==> config.mk <==
export PLATFORM = sky130hd
export DESIGN_NAME = gb_soc
export DESIGN_NICKNAME = d
export VERILOG_FILES = /design/src/logic/gb_pkg.sv /design/src/logic/gb_cpu_core.sv /design/src/logic/gb_interrupt_ctrl.sv /design/src/logic/gb_oam_dma.sv /design/src/logic/gb_bus_arbiter.sv /design/src/logic/gb_soc.sv
export SDC_FILE = /design/constraint.sdc
export NUM_CORES = 1
export LEC_CHECK = 0
export BUFFER_PORTS_ARGS = -buffer_cell sky130_fd_sc_hd__buf_2
export CORE_MARGIN = 2
export CORE_UTILIZATION = 40
export CTS_CLUSTER_SIZE = 40
export DETAILED_ROUTE_END_ITERATION = 12
export PLACE_DENSITY = 0.56
export SLEW_MARGIN = 10
export SYNTH_ARGS = -nofsm -noshare
export SYNTH_HDL_FRONTEND = slang
export SYNTH_SLANG_ARGS = --single-unit
==> constraint.sdc <==
create_clock -name clk -period 5.3 [get_ports clk]
set_input_delay 0.795 -clock clk [delete_from_list [all_inputs] [get_ports clk]]
set_output_delay 0.795 -clock clk [all_outputs]
set_load 0.005 [all_outputs]
==> src/logic/gb_pkg.sv <==
`default_nettype none

package gb_pkg;

  typedef logic [15:0] addr_t;
  typedef logic [7:0]  byte_t;

  // Bit position in IF and IE, VBlank at 0 up to Joypad at 4
  typedef logic [2:0] irq_index_t;

  typedef enum logic [1:0] {
    T1,
    T2,
    T3,
    T4
  } t_phase_t;

  // Subset opcodes, anything else runs as NOP
  typedef enum logic [7:0] {
    OP_NOP      = 8'h00,
    OP_LD_HL_NN = 8'h21,
    OP_INC_A    = 8'h3C,
    OP_LD_A_N   = 8'h3E,
    OP_LD_HLM_A = 8'h77,
    OP_LD_A_HLM = 8'h7E,
    OP_JP_NN    = 8'hC3,
    OP_ADD_A_N  = 8'hC6,
    OP_LDH_N_A  = 8'hE0,
    OP_LDH_A_N  = 8'hF0,
    OP_DI       = 8'hF3,
    OP_EI       = 8'hFB
  } opcode_t;

  typedef enum logic [1:0] {
    BUS_NONE,
    BUS_READ,
    BUS_WRITE
  } bus_op_t;

  typedef enum logic [2:0] {
    ADDR_PC,
    ADDR_SP,
    ADDR_HL,
    ADDR_FF_N,  // FF00 page plus operand byte
    ADDR_NONE
  } addr_src_t;

  // Work done at T4 of a machine cycle
  typedef enum logic [4:0] {
    UOP_NONE,
    UOP_FETCH,        // Opcode fetch, last cycle of every instruction
    UOP_FETCH_INC_A,
    UOP_FETCH_EI,
    UOP_FETCH_DI,
    UOP_IMM_A,
    UOP_IMM_L,
    UOP_IMM_H,
    UOP_IMM_LO,
    UOP_IMM_HI,
    UOP_ADD_IMM,
    UOP_MEM_A,
    UOP_STORE_A,
    UOP_JUMP,
    UOP_PC_DEC,       // Interrupt entry steps from here on
    UOP_SP_DEC,
    UOP_PUSH_HI,
    UOP_PUSH_LO
  } micro_op_t;

  localparam addr_t IF_ADDR       = 16'hFF0F;
  localparam addr_t IE_ADDR       = 16'hFFFF;
  localparam addr_t DMA_ADDR      = 16'hFF46;
  localparam addr_t OAM_BASE      = 16'hFE00;
  localparam addr_t VECTOR_BASE   = 16'h0040;
  localparam addr_t VECTOR_STRIDE = 16'd8;

  localparam byte_t IF_UNUSED_BITS = 8'hE0;  // IF bits 7..5 always read back as 1

  localparam addr_t RESET_PC = 16'h0100;
  localparam addr_t RESET_SP = 16'hFFFE;

endpackage

`default_nettype wire

==> src/logic/gb_cpu_core.sv <==
`default_nettype none

module gb_cpu_core import gb_pkg::*; (
  input  logic       clk,
  input  logic       reset,
  output addr_t      cpu_addr,
  output byte_t      cpu_wdata,
  output logic       cpu_read,
  output logic       cpu_write,
  input  byte_t      cpu_rdata,
  input  logic       cpu_grant,
  input  logic       irq_pending,
  input  irq_index_t irq_index,
  output logic       irq_ack
);

  addr_t      pc;
  addr_t      sp;
  byte_t      a;
  byte_t      h;
  byte_t      l;
  logic       flag_z;
  logic       flag_c;
  opcode_t    ir;
  byte_t      op_lo;
  byte_t      op_hi;
  byte_t      rdata_q;   // Bus byte taken at T3
  logic       ime;
  t_phase_t   t_phase;
  logic [2:0] mcycle;
  logic       in_isr;    // Running the interrupt entry sequence
  irq_index_t isr_index;

  bus_op_t    bop;
  addr_src_t  asrc;
  micro_op_t  uop;
  logic       last;
  logic       take_irq;
  logic       pc_step;
  logic [8:0] add_sum;
  addr_t      vector_addr;

  // Maps instruction and machine cycle to one micro-step
  function automatic void decode(input opcode_t op, input logic isr, input logic [2:0] mc,
                                 output bus_op_t bus_op, output addr_src_t src,
                                 output micro_op_t step);
    bus_op = BUS_READ;
    src    = ADDR_PC;
    step   = UOP_FETCH;
    if (isr) begin
      case (mc)
        3'd0: begin bus_op = BUS_NONE;  src = ADDR_NONE; step = UOP_PC_DEC;  end
        3'd1: begin bus_op = BUS_NONE;  src = ADDR_NONE; step = UOP_SP_DEC;  end
        3'd2: begin bus_op = BUS_WRITE; src = ADDR_SP;   step = UOP_PUSH_HI; end
        3'd3: begin bus_op = BUS_WRITE; src = ADDR_SP;   step = UOP_PUSH_LO; end
        default: ;  // Fetch at the vector
      endcase
    end else begin
      case (op)
        OP_NOP: ;
        OP_LD_A_N:   if (mc == 3'd0) step = UOP_IMM_A;
        OP_LD_HL_NN: begin
          if (mc == 3'd0) step = UOP_IMM_L;
          if (mc == 3'd1) step = UOP_IMM_H;
        end
        OP_LD_HLM_A: if (mc == 3'd0) begin bus_op = BUS_WRITE; src = ADDR_HL; step = UOP_STORE_A; end
        OP_LD_A_HLM: if (mc == 3'd0) begin src = ADDR_HL; step = UOP_MEM_A; end
        OP_INC_A:    step = UOP_FETCH_INC_A;  // Executes alongside the next fetch
        OP_ADD_A_N:  if (mc == 3'd0) step = UOP_ADD_IMM;
        OP_JP_NN: begin
          if (mc == 3'd0) step = UOP_IMM_LO;
          if (mc == 3'd1) step = UOP_IMM_HI;
          if (mc == 3'd2) begin bus_op = BUS_NONE; src = ADDR_NONE; step = UOP_JUMP; end
        end
        OP_LDH_N_A: begin
          if (mc == 3'd0) step = UOP_IMM_LO;
          if (mc == 3'd1) begin bus_op = BUS_WRITE; src = ADDR_FF_N; step = UOP_STORE_A; end
        end
        OP_LDH_A_N: begin
          if (mc == 3'd0) step = UOP_IMM_LO;
          if (mc == 3'd1) begin src = ADDR_FF_N; step = UOP_MEM_A; end
        end
        OP_EI: step = UOP_FETCH_EI;
        OP_DI: step = UOP_FETCH_DI;
        default: ;
      endcase
    end
  endfunction

  always_comb begin
    decode(ir, in_isr, mcycle, bop, asrc, uop);
  end

  assign last    = uop inside {UOP_FETCH, UOP_FETCH_INC_A, UOP_FETCH_EI, UOP_FETCH_DI};
  assign pc_step = last || (uop inside {UOP_IMM_A, UOP_IMM_L, UOP_IMM_H, UOP_IMM_LO,
                                        UOP_IMM_HI, UOP_ADD_IMM});

  // DI masks the check in its own cycle
  assign take_irq    = last && ime && (uop != UOP_FETCH_DI) && irq_pending;
  assign irq_ack     = cpu_grant && (t_phase == T4) && take_irq;
  assign add_sum     = {1'b0, a} + {1'b0, rdata_q};
  assign vector_addr = VECTOR_BASE + VECTOR_STRIDE * addr_t'(isr_index);

  always_comb begin
    case (asrc)
      ADDR_PC:   cpu_addr = pc;
      ADDR_SP:   cpu_addr = sp;
      ADDR_HL:   cpu_addr = {h, l};
      ADDR_FF_N: cpu_addr = {8'hFF, op_lo};
      default:   cpu_addr = '0;
    endcase
  end

  always_comb begin
    case (uop)
      UOP_PUSH_HI: cpu_wdata = pc[15:8];
      UOP_PUSH_LO: cpu_wdata = pc[7:0];
      default:     cpu_wdata = a;
    endcase
  end

  // Strobes span T2 and T3 only
  assign cpu_read  = (bop == BUS_READ)  && (t_phase inside {T2, T3});
  assign cpu_write = (bop == BUS_WRITE) && (t_phase inside {T2, T3});

  always_ff @(posedge clk) begin
    if (cpu_grant && t_phase == T3 && bop == BUS_READ) rdata_q <= cpu_rdata;
    if (cpu_grant && t_phase == T4) begin
      if (uop == UOP_IMM_LO) op_lo <= rdata_q;
      if (uop == UOP_IMM_HI) op_hi <= rdata_q;
    end
  end

  always_ff @(posedge clk or posedge reset) begin
    if (reset) begin
      pc        <= RESET_PC;
      sp        <= RESET_SP;
      a         <= '0;
      h         <= '0;
      l         <= '0;
      flag_z    <= 1'b0;
      flag_c    <= 1'b0;
      ir        <= OP_NOP;  // First step is then the fetch at RESET_PC
      ime       <= 1'b0;
      t_phase   <= T1;
      mcycle    <= '0;
      in_isr    <= 1'b0;
      isr_index <= '0;
    end else if (cpu_grant) begin  // Frozen while DMA owns the bus
      case (t_phase)
        T1: t_phase <= T2;
        T2: t_phase <= T3;
        T3: t_phase <= T4;
        T4: begin
          t_phase <= T1;
          if (pc_step) pc <= pc + 16'd1;
          case (uop)
            UOP_FETCH_INC_A: begin
              a      <= a + 8'd1;
              flag_z <= (a == 8'hFF);
            end
            UOP_FETCH_EI: ime <= 1'b1;
            UOP_FETCH_DI: ime <= 1'b0;
            UOP_IMM_A,
            UOP_MEM_A:    a <= rdata_q;
            UOP_IMM_L:    l <= rdata_q;
            UOP_IMM_H:    h <= rdata_q;
            UOP_ADD_IMM: begin
              {flag_c, a} <= add_sum;
              flag_z      <= (add_sum[7:0] == 8'h00);
            end
            UOP_JUMP:    pc <= {op_hi, op_lo};
            UOP_PC_DEC:  pc <= pc - 16'd1;  // Undo the fetch of the dropped opcode
            UOP_SP_DEC,
            UOP_PUSH_HI: sp <= sp - 16'd1;
            UOP_PUSH_LO: pc <= vector_addr;
            default: ;
          endcase
          if (last) begin
            mcycle <= '0;
            if (take_irq) begin
              in_isr    <= 1'b1;
              ime       <= 1'b0;
              isr_index <= irq_index;
            end else begin
              in_isr <= 1'b0;
              ir     <= opcode_t'(rdata_q);
            end
          end else begin
            mcycle <= mcycle + 3'd1;
          end
        end
        default: t_phase <= T1;
      endcase
    end
  end

endmodule

`default_nettype wire

==> src/logic/gb_interrupt_ctrl.sv <==
`default_nettype none

module gb_interrupt_ctrl import gb_pkg::*; (
  input  logic       clk,
  input  logic       reset,
  input  logic       io_read,
  input  logic       io_write,
  input  addr_t      io_addr,
  input  byte_t      io_wdata,
  output byte_t      io_rdata,
  input  logic [4:0] irq_req,
  input  logic       irq_ack,
  output logic       irq_pending,
  output irq_index_t irq_index
);

  logic [4:0] if_q;  // Only the five request bits are stored
  logic [4:0] if_next;
  byte_t      ie_q;
  logic [4:0] pending;

  always_comb begin
    if_next = if_q;
    if (io_write && io_addr == IF_ADDR) if_next = io_wdata[4:0];
    if (irq_ack) if_next[irq_index] = 1'b0;
    // New requests override a clear of the same bit
    if_next = if_next | irq_req;
  end

  always_ff @(posedge clk or posedge reset) begin
    if (reset) begin
      if_q <= '0;
      ie_q <= '0;
    end else begin
      if_q <= if_next;
      if (io_write && io_addr == IE_ADDR) ie_q <= io_wdata;
    end
  end

  always_comb begin
    io_rdata = '0;
    if (io_read) begin
      if (io_addr == IF_ADDR) begin
        io_rdata = IF_UNUSED_BITS | {3'b000, if_q};
      end else if (io_addr == IE_ADDR) begin
        io_rdata = ie_q;
      end
    end
  end

  assign pending     = if_q & ie_q[4:0];
  assign irq_pending = |pending;

  // Lowest set bit wins, VBlank first
  always_comb begin
    irq_index = '0;
    for (int i = 4; i >= 0; i--) begin
      if (pending[i]) irq_index = irq_index_t'(i);
    end
  end

endmodule

`default_nettype wire

==> src/logic/gb_oam_dma.sv <==
`default_nettype none

module gb_oam_dma import gb_pkg::*; #(
  parameter int DMA_LENGTH = 160
) (
  input  logic  clk,
  input  logic  reset,
  input  logic  dma_start,
  input  byte_t dma_page,
  output addr_t dma_addr,
  output byte_t dma_wdata,
  output logic  dma_read,
  output logic  dma_write,
  input  byte_t dma_rdata,
  output logic  dma_busy
);

  localparam int CNT_W = (DMA_LENGTH > 1) ? $clog2(DMA_LENGTH) : 1;

  typedef enum logic [1:0] {
    DMA_IDLE,
    DMA_READ,
    DMA_WRITE
  } dma_state_t;

  dma_state_t       state;
  logic [CNT_W-1:0] index;
  byte_t            src_page;
  byte_t            data_q;   // Byte in flight between read and write
  logic             start_q;  // Previous dma_start, the strobe spans two clocks

  always_ff @(posedge clk or posedge reset) begin
    if (reset) begin
      state   <= DMA_IDLE;
      index   <= '0;
      start_q <= 1'b0;
    end else begin
      start_q <= dma_start;
      case (state)
        DMA_IDLE: begin
          if (dma_start && !start_q) begin
            state <= DMA_READ;
            index <= '0;
          end
        end
        DMA_READ: state <= DMA_WRITE;
        DMA_WRITE: begin
          if (index == CNT_W'(DMA_LENGTH - 1)) begin
            state <= DMA_IDLE;
          end else begin
            index <= index + 1'b1;
            state <= DMA_READ;
          end
        end
        default: state <= DMA_IDLE;
      endcase
    end
  end

  always_ff @(posedge clk) begin
    if (state == DMA_IDLE && dma_start) src_page <= dma_page;
    if (state == DMA_READ) data_q <= dma_rdata;
  end

  assign dma_busy  = (state != DMA_IDLE);
  assign dma_read  = (state == DMA_READ);
  assign dma_write = (state == DMA_WRITE);
  assign dma_wdata = data_q;
  assign dma_addr  = (state == DMA_WRITE) ? OAM_BASE + addr_t'(index)
                                          : {src_page, byte_t'(index)};

endmodule

`default_nettype wire

==> src/logic/gb_bus_arbiter.sv <==
`default_nettype none

module gb_bus_arbiter import gb_pkg::*; (
  input  addr_t cpu_addr,
  input  byte_t cpu_wdata,
  input  logic  cpu_read,
  input  logic  cpu_write,
  output byte_t cpu_rdata,
  output logic  cpu_grant,
  input  addr_t dma_addr,
  input  byte_t dma_wdata,
  input  logic  dma_read,
  input  logic  dma_write,
  output byte_t dma_rdata,
  input  logic  dma_busy,
  output addr_t mem_addr,
  output byte_t mem_wdata,
  output logic  mem_read,
  output logic  mem_write,
  input  byte_t mem_rdata,
  output logic  io_read,
  output logic  io_write,
  output addr_t io_addr,
  output byte_t io_wdata,
  input  byte_t io_rdata,
  output logic  dma_start,
  output byte_t dma_page
);

  logic cpu_io;   // IF or IE
  logic cpu_dma;  // DMA start register

  assign cpu_grant = !dma_busy;
  assign cpu_io    = (cpu_addr == IF_ADDR) || (cpu_addr == IE_ADDR);
  assign cpu_dma   = (cpu_addr == DMA_ADDR);

  // No register access while the CPU is stalled mid cycle
  assign io_read  = cpu_grant && cpu_read && cpu_io;
  assign io_write = cpu_grant && cpu_write && cpu_io;
  assign io_addr  = cpu_addr;
  assign io_wdata = cpu_wdata;

  // Left open during a stall so the engine sees one edge per write
  assign dma_start = cpu_write && cpu_dma;
  assign dma_page  = cpu_wdata;

  always_comb begin
    if (dma_busy) begin
      mem_addr  = dma_addr;
      mem_wdata = dma_wdata;
      mem_read  = dma_read;
      mem_write = dma_write;
    end else begin
      mem_addr  = cpu_addr;
      mem_wdata = cpu_wdata;
      mem_read  = cpu_read && !cpu_io;
      mem_write = cpu_write && !cpu_io && !cpu_dma;
    end
  end

  assign cpu_rdata = cpu_io ? io_rdata : mem_rdata;
  assign dma_rdata = mem_rdata;

endmodule

`default_nettype wire

==> src/logic/gb_soc.sv <==
`default_nettype none

module gb_soc import gb_pkg::*; #(
  parameter int DMA_LENGTH = 160
) (
  input  logic       clk,
  input  logic       reset,
  input  logic [4:0] irq_req,
  output addr_t      mem_addr,
  output byte_t      mem_wdata,
  output logic       mem_read,
  output logic       mem_write,
  input  byte_t      mem_rdata
);

  // CPU side
  addr_t      cpu_addr;
  byte_t      cpu_wdata;
  byte_t      cpu_rdata;
  logic       cpu_read;
  logic       cpu_write;
  logic       cpu_grant;

  // DMA side
  addr_t      dma_addr;
  byte_t      dma_wdata;
  byte_t      dma_rdata;
  logic       dma_read;
  logic       dma_write;
  logic       dma_busy;
  logic       dma_start;
  byte_t      dma_page;

  // Interrupt register access and request path
  logic       io_read;
  logic       io_write;
  addr_t      io_addr;
  byte_t      io_wdata;
  byte_t      io_rdata;
  logic       irq_pending;
  logic       irq_ack;
  irq_index_t irq_index;

  gb_cpu_core u_cpu (
    .clk, .reset,
    .cpu_addr, .cpu_wdata, .cpu_read, .cpu_write, .cpu_rdata, .cpu_grant,
    .irq_pending, .irq_index, .irq_ack
  );

  gb_bus_arbiter u_arbiter (
    .cpu_addr, .cpu_wdata, .cpu_read, .cpu_write, .cpu_rdata, .cpu_grant,
    .dma_addr, .dma_wdata, .dma_read, .dma_write, .dma_rdata, .dma_busy,
    .mem_addr, .mem_wdata, .mem_read, .mem_write, .mem_rdata,
    .io_read, .io_write, .io_addr, .io_wdata, .io_rdata,
    .dma_start, .dma_page
  );

  gb_interrupt_ctrl u_irq (
    .clk, .reset,
    .io_read, .io_write, .io_addr, .io_wdata, .io_rdata,
    .irq_req, .irq_ack, .irq_pending, .irq_index
  );

  gb_oam_dma #(.DMA_LENGTH(DMA_LENGTH)) u_dma (
    .clk, .reset,
    .dma_start, .dma_page,
    .dma_addr, .dma_wdata, .dma_read, .dma_write, .dma_rdata, .dma_busy
  );

endmodule

`default_nettype wire

======== After elaboration in Yosys (flattened, before gate mapping) ========
Cells that the tools add are included.
word-level totals
  flip-flop bits (word level) ............. 138
  output and inout port bits .............. 26
  logic and storage cells ................. 204
operators by class
  add/subtract/negate cells ............... 9
  magnitude comparators ................... 2
  equal/unequal tests ..................... 47
  mux-type cells .......................... 61
  bitwise operators ....................... 6
  reduce and logical (&&, ||, !) cells .... 58
operator list
  kind                   number
  $pmux 16 s4            1
  $eq 8x8->1 const B     7
  $mux 8                 7
  $pmux 5 s11            1
  $eq 16x16->1 const B   3
  $mux 16                3
  $pmux 16 s3            1
  $eq 5x4->1 const B     7
  $mux 3                 11
  $pmux 8 s2             2
  $sub 16x1->16 const B  2
  $mux 5                 6
  $eq 8x6->1 const B     3
  $pmux 8 s3             1
  $logic_and 1x1->1      22
  $reduce_and 3->1       7
  $eq 5x3->1 const B     4
  $mux 4                 5
  $pmux 5 s4             1
  $add 16x1->16 const B  1
  $add 8x1->8 const B    2
  $eq 8x7->1 const B     2
  $eq 3x2->1 const B     4
  $mux 2                 6
  other kinds (39)       74

======== Longest topological paths before layout ========
Gate-level depths: netlist of run 1.
  word-level depth ........................ 14
  depth in mapped cells ................... 20
  mapped depth without buffers ............ 20

======== By module ========
From an unflattened synthesis of run 1, not the netlist that was laid out.
unflattened totals
  cells, all modules ...................... 917
  area total of the unflattened synthesis .. 9165.0 µm²
modules (own cells, without submodules)
  module             times used  cells each  area an instance (µm²)  seq. area each (µm²)
  gb_cpu_core        1           648         6274.8                  2592.5
  gb_oam_dma         1           85          1149.9                  755.7
  gb_interrupt_ctrl  1           88          923.4                   325.3
  gb_bus_arbiter     1           96          817.0                   0.0

======== Least setup slack after synthesis of run 1 ========
OpenSTA, ideal clock, no wires.
  path type ............................... reg2reg
  from .................................... register u_cpu.ir[2]
  to ...................................... register u_cpu.pc[15]
  library setup time ...................... 0.125 ns
  data arrival time ....................... 4.514 ns
  required time ........................... 5.175 ns
  setup slack ............................. 0.661 ns
  stages on the path, launching flop included .. 19
  clock period less this slack ............ 4.639 ns
  cell sequence ........................... dfrtp_1 or4_1 buf_2 o22ai_1 nor4b_1 nand4bb_1 a21boi_0 clkbuf_1 nor2_1 ha_1 a211oi_1 o21ai_0 nand4_1 a31oi_1 a211o_1 a21oi_1 xor2_1 a221oi_1 o2bb2ai_1
on the way
  word-level cells in the longest chain between the ends .. 8
  elaborated cells between the ends (all ways) .. 32
  those cells by class .................... eq/ne: 24; mux: 3; reduce/logical: 5
RTL lines
  item                                                    line                                  source
  start, declared                                         gb_cpu_core.sv:24                     opcode_t ir;
  start signal, assigned                                  gb_cpu_core.sv:187                    ir <= opcode_t'(rdata_q);
  $eq 8x8->1, or another cell as far along                gb_cpu_core.sv:59                     case (op)
  $pmux 5 s11 *                                           gb_cpu_core.sv:59
  $mux 5 *                                                gb_cpu_core.sv:50                     if (isr) begin
  $eq 5x3->1, or another cell as far along                gb_cpu_core.sv:95                     assign pc_step = last || (uop inside {UOP_IMM_A, UOP_IMM_L, UOP_IMM_H, UOP_IMM_LO,
  $reduce_bool 6->1 or $reduce_bool 4->1 (tied branches)  gb_cpu_core.sv:95, gb_cpu_core.sv:94
  $logic_or 1x1->1                                        gb_cpu_core.sv:95
  $reduce_bool 4->1 (no source line)                      --
  $reduce_and 3->1 (no source line)                       --
  end signal, assigned                                    gb_cpu_core.sv:156                    if (pc_step) pc <= pc + 16'd1;
  end signal, assigned                                    gb_cpu_core.sv:172                    UOP_JUMP: pc <= {op_hi, op_lo};
  end signal, assigned                                    gb_cpu_core.sv:173                    UOP_PC_DEC: pc <= pc - 16'd1;
  end, declared                                           gb_cpu_core.sv:17                     addr_t pc;
Every way passes the cells marked *; elsewhere a longest branch is shown, timed or not.
A chain may end at the register's enable or synchronous reset.

======== Worst setup path after layout of run 1 ========
  from .................................... register u_cpu.mcycle[1]
  to ...................................... output mem_write
on the way
  word-level cells in the longest chain between the ends .. 12
  elaborated cells between the ends (all ways) .. 34
  those cells by class .................... eq/ne: 10; mux: 14; reduce/logical: 10
RTL lines
  item                                      line                                                     source
  start, declared                           gb_cpu_core.sv:30                                        logic [2:0] mcycle;
  start signal, assigned                    gb_cpu_core.sv:190                                       mcycle <= mcycle + 3'd1;
  $eq 3x1->1, or another cell as far along  gb_cpu_core.sv:51, gb_cpu_core.sv:77, gb_cpu_core.sv:81
  $mux 2, or another cell as far along      gb_cpu_core.sv:77, gb_cpu_core.sv:81
  $pmux 3 s3 or $pmux 3 s2 (tied branches)  gb_cpu_core.sv:59, gb_cpu_core.sv:51
  $mux 3                                    gb_cpu_core.sv:50
  $eq 3x2->1, or another cell as far along  gb_cpu_core.sv:105                                       case (asrc)
  $pmux 16 s4                               gb_cpu_core.sv:105
  $eq 16x16->1                              gb_bus_arbiter.sv:34                                     assign cpu_io = (cpu_addr == IF_ADDR) || (cpu_addr == IE_ADDR);
  $logic_or 1x1->1                          gb_bus_arbiter.sv:34
  $logic_not 1->1                           gb_bus_arbiter.sv:57                                     mem_write = cpu_write && !cpu_io && !cpu_dma;
  $logic_and 1x1->1                         gb_bus_arbiter.sv:57
  $logic_and 1x1->1 *                       gb_bus_arbiter.sv:57
  $mux 1 *                                  gb_bus_arbiter.sv:48                                     if (dma_busy) begin
  end, declared                             gb_soc.sv:12                                             output logic mem_write,
Marked as above.

==> run summary, run 1 <==
============================================================================
Max stage delay cell, worst path ..............................        or4_1
Per-cell via count in the routed design .......................         6.01
Maximum number of pins on one net before global-route repair ..           57
Status ........................................................    completed
Leak Pwr ......................................................      4.18 nW
Count of warnings emitted by yosys ............................            0
Finish-stage setup viols ......................................            0
Post-Place Setup Slack ........................................     0.568 ns
Standard-cell row count .......................................           53
Share of post-route cells with drive strength above 1 .........        0.191
CTS tree ......................................................         done
Area growth syn-to-layout .....................................        15.2%
Final hold vios ...............................................            0
Violation count after the first detailed-routing iteration ....          692
Number of global-route vias before repair .....................         7131
Wire length of the first global-routing pass ..................     42300 µm
Non-filler cells in the finished layout .......................         1252
Crit path arrival time ........................................      4.25 ns
Number of distinct library cells after synthesis ..............           73
Horizontal die dimension ......................................       151 µm
Post-synthesis area per instance ..............................     9.60 µm²
Critical path startpoint category .............................    flip-flop
Area occupied by multi-input gates ............................     4800 µm²
Worst slew margin relative to its limit .......................        0.342
Placed cells ..................................................         1220
Final setup skew ..............................................    0.0147 ns
Cell area power density .......................................   268 nW/µm²
Minimum clock period ..........................................      5.05 ns
Top library cells by usage in the layout, fill and taps aside . nand2_1 (97), dfrtp_1 (82), o21ai_0 (63)
Biggest area contributors in the synthesized netlist .......... dfrtp_1 (24%), edfxtp_1 (14%), mux2_2 (5.8%)
Hold/Removal Path Class .......................................  in -> async
Clock H-tree levels ...........................................            4
Antenna Nets Post-Route .......................................            0
MaxCap Viol Count .............................................            0
Max clock buf depth ...........................................            2
Worst-case vdd ir drop ........................................     0.222 mV
Die H .........................................................       151 µm
Ys async rst share ............................................        0.710
Routed length per instance ....................................      21.5 µm
Main flop type after synthesis ................................      dfrtp_1
Final period utilization ......................................        0.953
Nets@finish ...................................................         1012
Final count of pins violating max slew ........................            0
Gpl congestion ................................................        0.995
Worst-case setup margin in the final layout ...................     0.251 ns
Worst-skew pair later-pin latency .............................      0.44 ns
Post-synth net total ..........................................          954
Worst-path clk slew ...........................................      0.07 ns
Most common cell after layout, fill and taps aside ............      nand2_1
DRT Wirelength ................................................     27000 µm
Number of DRC violations after detailed routing ...............            0
Total CTS buffers .............................................           17
Summed instance area of the synthesized netlist ...............     8700 µm²
Critical Path Fanout Max ......................................           22
EDFF count, synth .............................................           40
Cell at the root of the clock tree ............................    clkbuf_16
Clock tree sinks ..............................................          138
Fin Hold WS ...................................................     0.479 ns
Remaining global-route overflow ...............................            0
Share of the synthesized area in the top cell type ............        0.236
Number of filler instances in the final layout ................         2002
Dpl hpwl ......................................................     20200 µm
Tot Pwr .......................................................      2.69 mW
Number of vias after detailed routing .........................         7524
Worst Setup End Kind .......................................... primary output
Gate count of the mapped netlist ..............................          906
Area used by sequential logic in the layout ...................     3670 µm²
Synthesis-stage register bit count ............................          138
Sequential fraction of the synthesis area .....................        0.422
Cell-by-cell listing of the critical path ..................... inv_1 -> ha_1 -> nand3b_1 -> or4_1 -> a41o_4 -> buf_4 -> a32o_1 -> a221oi_1 -> buf_4 -> nand3_1 -> or4_1 -> nand3b_1 -> a21oi_1 -> buf_2
Achievable Freq ...............................................      198 MHz
Required time of the critical path ............................      4.51 ns
Critical setup path kind ......................................   reg -> out
Initial Utilization ...........................................        0.411
N_diodes ......................................................            0
Die area ......................................................    22900 µm²
Core ar. ......................................................    21200 µm²
PortBufs ......................................................           40
Total Routing Usage GR ........................................        0.245
Setup bufs post-CTS ...........................................            0
Critical path's largest stage delay ...........................      0.53 ns
Pin slew with the least headroom to its limit .................     0.982 ns
Antenna violations before repair ..............................            0
# IOs .........................................................           41
Library cell with the largest summed area after synthesis .....      dfrtp_1
Count of TritonRoute iterations in the first routing pass .....            5
============================================================================
[layer usage]
layer / vias up / track usage / share of wire / wire, µm
met4: 0 / 0.0636 / 0.019 / 516
met2: 289 / 0.377 / 0.45 / 12100
met3: 36 / 0.0404 / 0.060 / 1630
met5: - / 0 / 0 / 0
li1: 3532 / - / - / -
met1: 3667 / 0.360 / 0.47 / 12800
[what timing repair did]
action | in CTS | in global routing
hold buffers | 0 | 0
endpoints found under the setup margin | 0 | 2
gates resized for setup | 0 | 10
[per-stage QoR]
stage / instance area [µm²] / setup TNS [ns] / utilization
after floorplan: 8700 / 0 / -
after global placement: 9370 / 0 / 0.443
after detailed placement: 9370 / 0 / 0.443
after CTS: 9980 / 0 / 0.472
after global routing: 10000 / -0.00432 / 0.474
final: 10000 / 0 / 0.474
[worst max-delay path: cells and delay by family (launching register included)]
family | cells | cell delay (ns)
AND/OR/NAND/NOR | 5 | 1.41
AO/OA/AOI/OAI | 4 | 0.94
buffers and inverters | 4 | 0.73
flip-flops | 1 | 0.48
adder cells (fa/ha/maj) | 1 | 0.26
[state kept, by name, indices dropped and copies added, names as in the netlist]
signal / count
u_cpu.h: 8
u_cpu.mcycle: 3
u_cpu.t_phase: 2
u_dma.start_q: 1
u_cpu.l: 8
u_cpu.ir: 8
u_cpu.in_isr: 1
u_dma.dma_wdata: 8
u_cpu.op_lo: 8
u_cpu.op_hi: 8
u_irq.ie_q: 8
u_dma.index: 8
u_irq.if_q: 5
u_cpu.sp: 16
u_cpu.ime: 1
u_dma.state: 2
u_cpu.rdata_q: 8
u_dma.src_page: 8
u_cpu.a: 8
u_cpu.pc: 16
u_cpu.isr_index: 3
[report_power, final]
part           leakage (nW)  switching [mW]  internal (mW)
registers              1.63          0.0512           1.12
logic                  2.26           0.167          0.134
clock network         0.298           0.575          0.644
total                  4.18           0.794           1.89
[area by class of cell]
type	instances	share of cell area
Clock buffer	17	0.0425
Multi-Input combinational cell	700	0.479
Tap cell	275	0.0343
Clock inverter	15	0.0184
Inverter	31	0.0119
Sequential cell	138	0.367
Timing Repair Buffer	76	0.0470
[synthesized netlist by cell type (6+ instances only)]
library cell	number
a221oi_1	11
xor2_1	10
o21bai_1	9
nor4_1	10
or3_1	11
a32o_1	6
a22oi_1	18
dfrtp_1	82
mux2i_1	23
ha_1	31
and2_1	9
clkbuf_1	32
nand2_1	97
nor2_1	58
a21oi_1	43
nor2b_1	8
mux2_2	45
nand4b_1	7
a31oi_1	12
nand4_1	10
a21o_1	10
nand3_1	26
edfxtp_1	40
a211oi_1	9
or4_1	6
nor3_1	22
nand2b_1	10
xnor2_1	26
dfstp_2	16
o211ai_1	9
o21ai_0	65
inv_1	31
and3_1	18
[cells by family (layout without fill, tap and decap cells)]
logic type,Yosys count,count (layout),share of synthesized area
AO/OA/AOI/OAI,239,239,0.182
XOR/XNOR,36,36,0.0362
adder cells (fa/ha/maj),33,33,0.0492
multiplexers,68,68,0.0847
flip-flops,138,138,0.422
buffers and inverters,68,139,0.0305
AND/OR/NAND/NOR,324,324,0.195
[final timing paths]
path | startpoint | end | slack [ns] | cells past startpoint
max | u_cpu.mcycle[1] | mem_write | 0.25 | 14
min in group clk | u_cpu.sp[15] | u_cpu.sp[15] | 0.50 | 1
min reg2reg | u_cpu.sp[15] | u_cpu.sp[15] | 0.50 | 1
max reg2reg | u_cpu.ir[2] | u_cpu.pc[15] | 0.52 | 17
min | reset | u_cpu.ir[1] | 0.48 | 2
max in group asynchronous | reset | u_cpu.sp[15] | 3.79 | 3
No activity file was read; power rests on OpenSTA's default activity.
==> run 2: changes to the inputs <==
CORE_MARGIN = unset   (was 2)
==> run 2 against run 1 <==
  * Power decreased by 0.49%
  * Hold slack got worse by 0.012 ns
  * Die area decreased by 2.6%
  * Sequential power about the same
  * Combinational power decreased by 2%
  * Clock skew decreased by 0.0037 ns
  * Wire length decreased by 1.1%
  * Cell area decreased by 0.30%
  * Maximum frequency decreased by 1.5%
  * Count of clock-buffer cells in the layout increased by 1
  * Flip-flop and latch count unchanged
  * Clock power about the same
==> run summary, run 2 (synthesized netlist as in run 1, its figures left out) <==
============================================================================
Status ........................................................    completed
Area growth syn-to-layout .....................................        14.8%
Minimum clock period ..........................................      5.13 ns   +0.0765 ns
Fin Hold WS ...................................................     0.467 ns   -0.0119 ns
Hold/Removal Path Class .......................................  in -> async
Finish-stage setup viols ......................................            0   unchanged
Final setup skew ..............................................    0.0110 ns   -0.00373 ns
Number of global-route vias before repair .....................         6919   -3.0%
Cell area power density .......................................   268 nW/µm²   -0.19%
Max clock buf depth ...........................................            2   unchanged
Pin slew with the least headroom to its limit .................     0.998 ns   +0.0155 ns
Routed length per instance ....................................      21.3 µm   -1.1%
Achievable Freq ...............................................      195 MHz   -1.5%
Total negative slack ..........................................         0 ns   unchanged
Die H .........................................................       149 µm   -1.3%
Core ar. ......................................................    21200 µm²   unchanged
MaxCap Viol Count .............................................            0   unchanged
Worst slew margin relative to its limit .......................        0.330   -0.0124
Worst-case vdd ir drop ........................................     0.197 mV   -11%
CTS tree ......................................................         done
Violation count after the first detailed-routing iteration ....          628   -9.2%
Nets@finish ...................................................         1013   +0.099%
Antenna Nets Post-Route .......................................            0   unchanged
Clock H-tree levels ...........................................            4   unchanged
PortBufs ......................................................           40   unchanged
Cell at the root of the clock tree ............................    clkbuf_16
Antenna violations before repair ..............................            0   unchanged
Clock tree sinks ..............................................          138   unchanged
Share of post-route cells with drive strength above 1 .........        0.188   -0.00326
Unrepaired setup endpoints after global routing ...............        false
Largest registers ............................................. u_cpu.pc (16), u_cpu.sp (16)
Final cell utilization of the core ............................        0.472   -0.00142
# IOs .........................................................           41   unchanged
Most common cell after layout, fill and taps aside ............      nand2_1
Initial Utilization ...........................................        0.411   unchanged
Final period utilization ......................................        0.967   +0.0144
Crit path arrival time ........................................      4.33 ns   +0.08 ns
Critical setup path kind ......................................   reg -> out
Gpl congestion ................................................        0.947   -4.9%
Number of vias after detailed routing .........................         7472   -0.69%
Horizontal die dimension ......................................       149 µm   -1.3%
Worst Setup End Kind .......................................... primary output
Final count of pins violating max slew ........................            0   unchanged
DRT Wirelength ................................................     26700 µm   -1.1%
Wire length of the first global-routing pass ..................     40800 µm   -3.5%
Maximum number of pins on one net before global-route repair ..           51   -11%
Worst-skew pair later-pin latency .............................      0.43 ns   about the same
Required time of the critical path ............................      4.51 ns   about the same
N_diodes ......................................................            0   unchanged
Remaining global-route overflow ...............................            0   unchanged
Per-cell via count in the routed design .......................         5.96   -0.77%
Total Routing Usage GR ........................................        0.247   +0.00161
Count of TritonRoute iterations in the first routing pass .....            5   unchanged
CTS Hold Buffers Added ........................................            0   unchanged
Final hold vios ...............................................            0   unchanged
Total CTS buffers .............................................           17   unchanged
Worst-path clk slew ...........................................      0.06 ns   about the same
Number of DRC violations after detailed routing ...............            0   unchanged
Standard-cell row count .......................................           53   unchanged
Critical Path Fanout Max ......................................            5   -77%
Critical path startpoint category .............................    flip-flop
Dpl hpwl ......................................................     20000 µm   -0.79%
Top library cells by usage in the layout, fill and taps aside . nand2_1 (97), dfrtp_1 (82), o21ai_0 (63)
Leak Pwr ......................................................      4.18 nW   -0.11%
Die area ......................................................    22300 µm²   -2.6%
Count of cells along the worst register-to-register path ......           19   +2
============================================================================
[run 2: cell count changes in the layout (fill, tap and decap cells not counted), sizes merged]
cell and change:
inv -2, buf +1, bufinv +1, clkbuf +1, clkinv -1, clkinvlp +1
[run 2: power breakdown]
part	switching, mW	internal (mW)	leakage [nW]
Clock	0.525	0.681	0.292
Combinational	0.163	0.133	2.26
Sequential	0.0570	1.12	1.63
[run 2: cell type report]
class	count	area, µm²
repair buffers	77	478
fillers	1997	11200
clock inverters	14	156
inverters	31	119
flip-flops and latches	138	3670
well taps	275	344
multi-input cells	700	4780
clock buffers	18	439
[run 2: final timing paths]
kind | from | slack [ns] | to
worst max-delay path | u_cpu.mcycle[1] | 0.17 | mem_write
worst min-delay path | reset | 0.47 | u_cpu.mcycle[1]
worst max register to register | u_cpu.ir[1] | 0.59 | u_cpu.a[7]
worst min register to register | u_cpu.sp[15] | 0.49 | u_cpu.sp[15]
max in group asynchronous | reset | 3.72 | u_irq.if_q[1]
min in group clk | u_cpu.sp[15] | 0.49 | u_cpu.sp[15]
[run 2: through the flow]
step | total power [mW] | std cells | worst slack, ns | cell area, µm²
2_1_floorplan | 1.36 | 906 | 0.661 | 8700
3_3_place_gp | 1.48 | 1221 | 0.484 | 9370
3_5_place_dp | 1.48 | 1221 | 0.485 | 9370
4_1_cts | 2.68 | 1253 | 0.0139 | 9970
5_1_grt | 2.77 | 1253 | 0.0221 | 9990
6_report | 2.67 | 1253 | 0.175 | 9990
[run 2: timing repair]
action / in CTS / in global routing
gates resized for setup: 0 / 5
setup buffers: 0 / 0
endpoints found under the setup margin: 0 / 3
[run 2: metal layers]
metal,vias to the layer above,share of wire,GRT usage
li1,3536,-,-
met1,3588,0.46,0.353
met2,302,0.45,0.371
met3,46,0.072,0.0500
met4,0,0.023,0.0806
met5,-,0,0
[run 2: critical path: stages (launching register included)]
cell       delay [ns]
dfrtp_1          0.39
inv_1            0.15
ha_1             0.27
nand3b_1         0.18
or4_1            0.57
and4b_1          0.26
o311ai_0         0.44
o2111ai_1        0.26
or4_1            0.61
or4_1            0.41
nand3b_1         0.13
a21oi_1          0.08
buf_2            0.16
==> run 3: changes to the inputs <==
==> constraint.sdc (replaced) <==
create_clock -name clk -period 5.3 [get_ports clk]
set_input_delay 0.795 -clock clk [delete_from_list [all_inputs] [get_ports clk]]
set_output_delay 0.795 -clock clk [all_outputs]
set_load 0.01 [all_outputs]
==> run 3 against run 2 <==
  * Die area did not move
  * Global-route usage is 1.0 points higher
  * Highest routed layer unchanged
  * Combinational power is 5% higher
  * Sequential power about the same
  * Largest power group unchanged
  * Hold slack gained 0.022 ns
==> run summary, run 3 (synthesized netlist as in run 1, its figures left out) <==
============================================================================
Initial Utilization ...........................................        0.411   unchanged
Antenna Nets Post-Route .......................................            0   unchanged
Maximum number of pins on one net before global-route repair ..           59   +16%
MaxCap Viol Count .............................................            0   unchanged
Worst Setup End Kind .......................................... primary output
Number of global-route vias before repair .....................         7216   +4.3%
Tot Pwr .......................................................      2.69 mW   +0.56%
Remaining global-route overflow ...............................            0   unchanged
Crit path arrival time ........................................      4.29 ns   -0.04 ns
Minimum clock period ..........................................      5.09 ns   -0.0371 ns
Clock tree sinks ..............................................          138   unchanged
Dpl hpwl ......................................................     20400 µm   +1.9%
Status ........................................................    completed
CTS Hold Buffers Added ........................................            0   unchanged
Number of DRC violations after detailed routing ...............            0   unchanged
Critical path startpoint category .............................    flip-flop
Final count of pins violating max slew ........................            0   unchanged
FF-to-FF Start ................................................  u_cpu.ir[2]
Fraction of power consumed by the clock network ...............        0.450   about the same
Net Sw Frac ...................................................        0.296   +0.0179
Met1 Track Usage GR ...........................................        0.364   +0.0111
Number of vias after detailed routing .........................         7523   +0.68%
Critical Path Fanout Max ......................................           21   +16
Core ar. ......................................................    21200 µm²   unchanged
Violation count after the first detailed-routing iteration ....          629   +0.16%
CTS tree ......................................................         done
Die H .........................................................       149 µm   unchanged
Final period utilization ......................................        0.960   -0.00701
Final hold vios ...............................................            0   unchanged
N_diodes ......................................................            0   unchanged
Net switching power ...........................................     0.797 mW   +7.0%
Total negative slack ..........................................         0 ns   unchanged
Horizontal die dimension ......................................       149 µm   unchanged
Nets@finish ...................................................         1015   +0.20%
Routed length per instance ....................................      21.7 µm   +1.8%
Post-Place Setup Slack ........................................     0.492 ns   +0.00715 ns
Count of TritonRoute iterations in the first routing pass .....            7   +2
Largest registers ............................................. u_cpu.pc (16), u_cpu.sp (16)
Top library cells by usage in the layout, fill and taps aside . nand2_1 (97), dfrtp_1 (82), o21ai_0 (63)
Per-cell via count in the routed design .......................         5.99   +0.52%
Final setup skew ..............................................    0.0165 ns   +0.00553 ns
Share of post-route cells with drive strength above 1 .........        0.194   +0.00574
Worst-case vdd ir drop ........................................     0.185 mV   -6.1%
Required time of the critical path ............................      4.51 ns   about the same
Worst-skew pair later-pin latency .............................      0.44 ns   about the same
Total CTS buffers .............................................           17   unchanged
Total internal power ..........................................      1.89 mW   -1.9%
Area growth syn-to-layout .....................................        15.5%
Leak Pwr ......................................................      4.20 nW   +0.52%
Worst-case setup margin in the final layout ...................     0.212 ns   +0.0371 ns
Cell at the root of the clock tree ............................    clkbuf_16
Fin Hold WS ...................................................     0.489 ns   +0.0216 ns
Max clock buf depth ...........................................            2   unchanged
Worst slew margin relative to its limit .......................        0.368   +0.0384
# IOs .........................................................           41   unchanged
Met2 capacity usage during global routing .....................        0.381   +0.0102
Worst-path clk slew ...........................................      0.07 ns   about the same
Achievable Freq ...............................................      197 MHz   +0.73%
Antenna violations before repair ..............................            0   unchanged
Hold/Removal Path Class .......................................  in -> async
Sequential share of power .....................................        0.434   -0.005
DRT Wirelength ................................................     27200 µm   +2.0%
Setup bufs post-CTS ...........................................            0   unchanged
PortBufs ......................................................           40   unchanged
Final cell utilization of the core ............................        0.475   +0.00290
Die area ......................................................    22300 µm²   unchanged
Gpl congestion ................................................        0.910   -3.9%
Grt peak-use layer ............................................         met2
Cell area power density .......................................   268 nW/µm²   about the same
Clock H-tree levels ...........................................            4   unchanged
Proportion of power drawn by combinational gates ..............        0.116   +0.005
Pin slew with the least headroom to its limit .................     0.943 ns   -0.0543 ns
Total Routing Usage GR ........................................        0.257   +0.0103
Standard-cell row count .......................................           53   unchanged
Unrepaired setup endpoints after global routing ...............        false
Critical setup path kind ......................................   reg -> out
First element of the critical path ............................  u_cpu.ir[2]
Met3 Resource Use GR ..........................................       0.0671   +0.0171
Number of instances resized during post-cts repair ............            0   unchanged
Most common cell after layout, fill and taps aside ............      nand2_1
Finish-stage setup viols ......................................            0   unchanged
Wire length of the first global-routing pass ..................     42700 µm   +4.6%
============================================================================
-- run 3: cell types whose count changed in the layout (fill, tap and decap cells not counted), sizes merged --
cell,previous run,this run
bufinv,1,0
clkinvlp,1,0
inv,39,38
buf,77,79
clkinv,4,8
clkbuf,18,17
-- run 3: final cells by class --
| type | count | area, µm² |
|---|---|---|
| fill | 2016 | 11100 |
| clock buffer | 17 | 425 |
| tap | 275 | 344 |
| timing repair buffer | 79 | 493 |
| inverter | 31 | 119 |
| multi-input combinational | 700 | 4800 |
| clock inverter | 15 | 194 |
| sequential | 138 | 3670 |
-- run 3: worst paths after layout --
| check | depth (start not counted) | slack [ns] | endpoint |
|---|---|---|---|
| max reg2reg | 18 | 0.66 | u_cpu.a[7] |
| min in group clk | 1 | 0.50 | u_cpu.sp[15] |
| min reg2reg | 1 | 0.50 | u_cpu.sp[15] |
| max | 10 | 0.21 | mem_write |
| min | 2 | 0.49 | u_cpu.mcycle[0] |
| max in group asynchronous | 3 | 3.78 | u_cpu.sp[3] |
-- run 3: power by group through the flow --
stage	logic [mW]	registers (mW)	clock network [mW]
after floorplan	0.206	1.16	0
after global placement	0.309	1.18	0
after detailed placement	0.304	1.18	0
after CTS	0.307	1.16	1.23
after global routing	0.345	1.17	1.28
final	0.311	1.17	1.21
-- run 3: metrics by stage --
step | cells | area, µm²
2_1_floorplan | 906 | 8700
6_report | 1255 | 10000
3_5_place_dp | 1223 | 9390
4_1_cts | 1255 | 10000
5_1_grt | 1255 | 10000
3_3_place_gp | 1223 | 9390
-- run 3: metal layers --
metal  part of all wire  up-vias
met5                  0        -
met4              0.023        0
met3              0.078       46
met2               0.44      292
met1               0.45     3643
li1                   -     3542
-- run 3: worst max-delay path: stages, from the launching register on --
cell       delay, ns
dfrtp_1         0.46
or4_1           0.64
or4_1           0.62
a41o_4          0.33
o211ai_1        0.26
o2111ai_2       0.19
or4_1           0.58
or4_1           0.42
nand3b_1        0.12
a21oi_1         0.07
buf_2           0.17
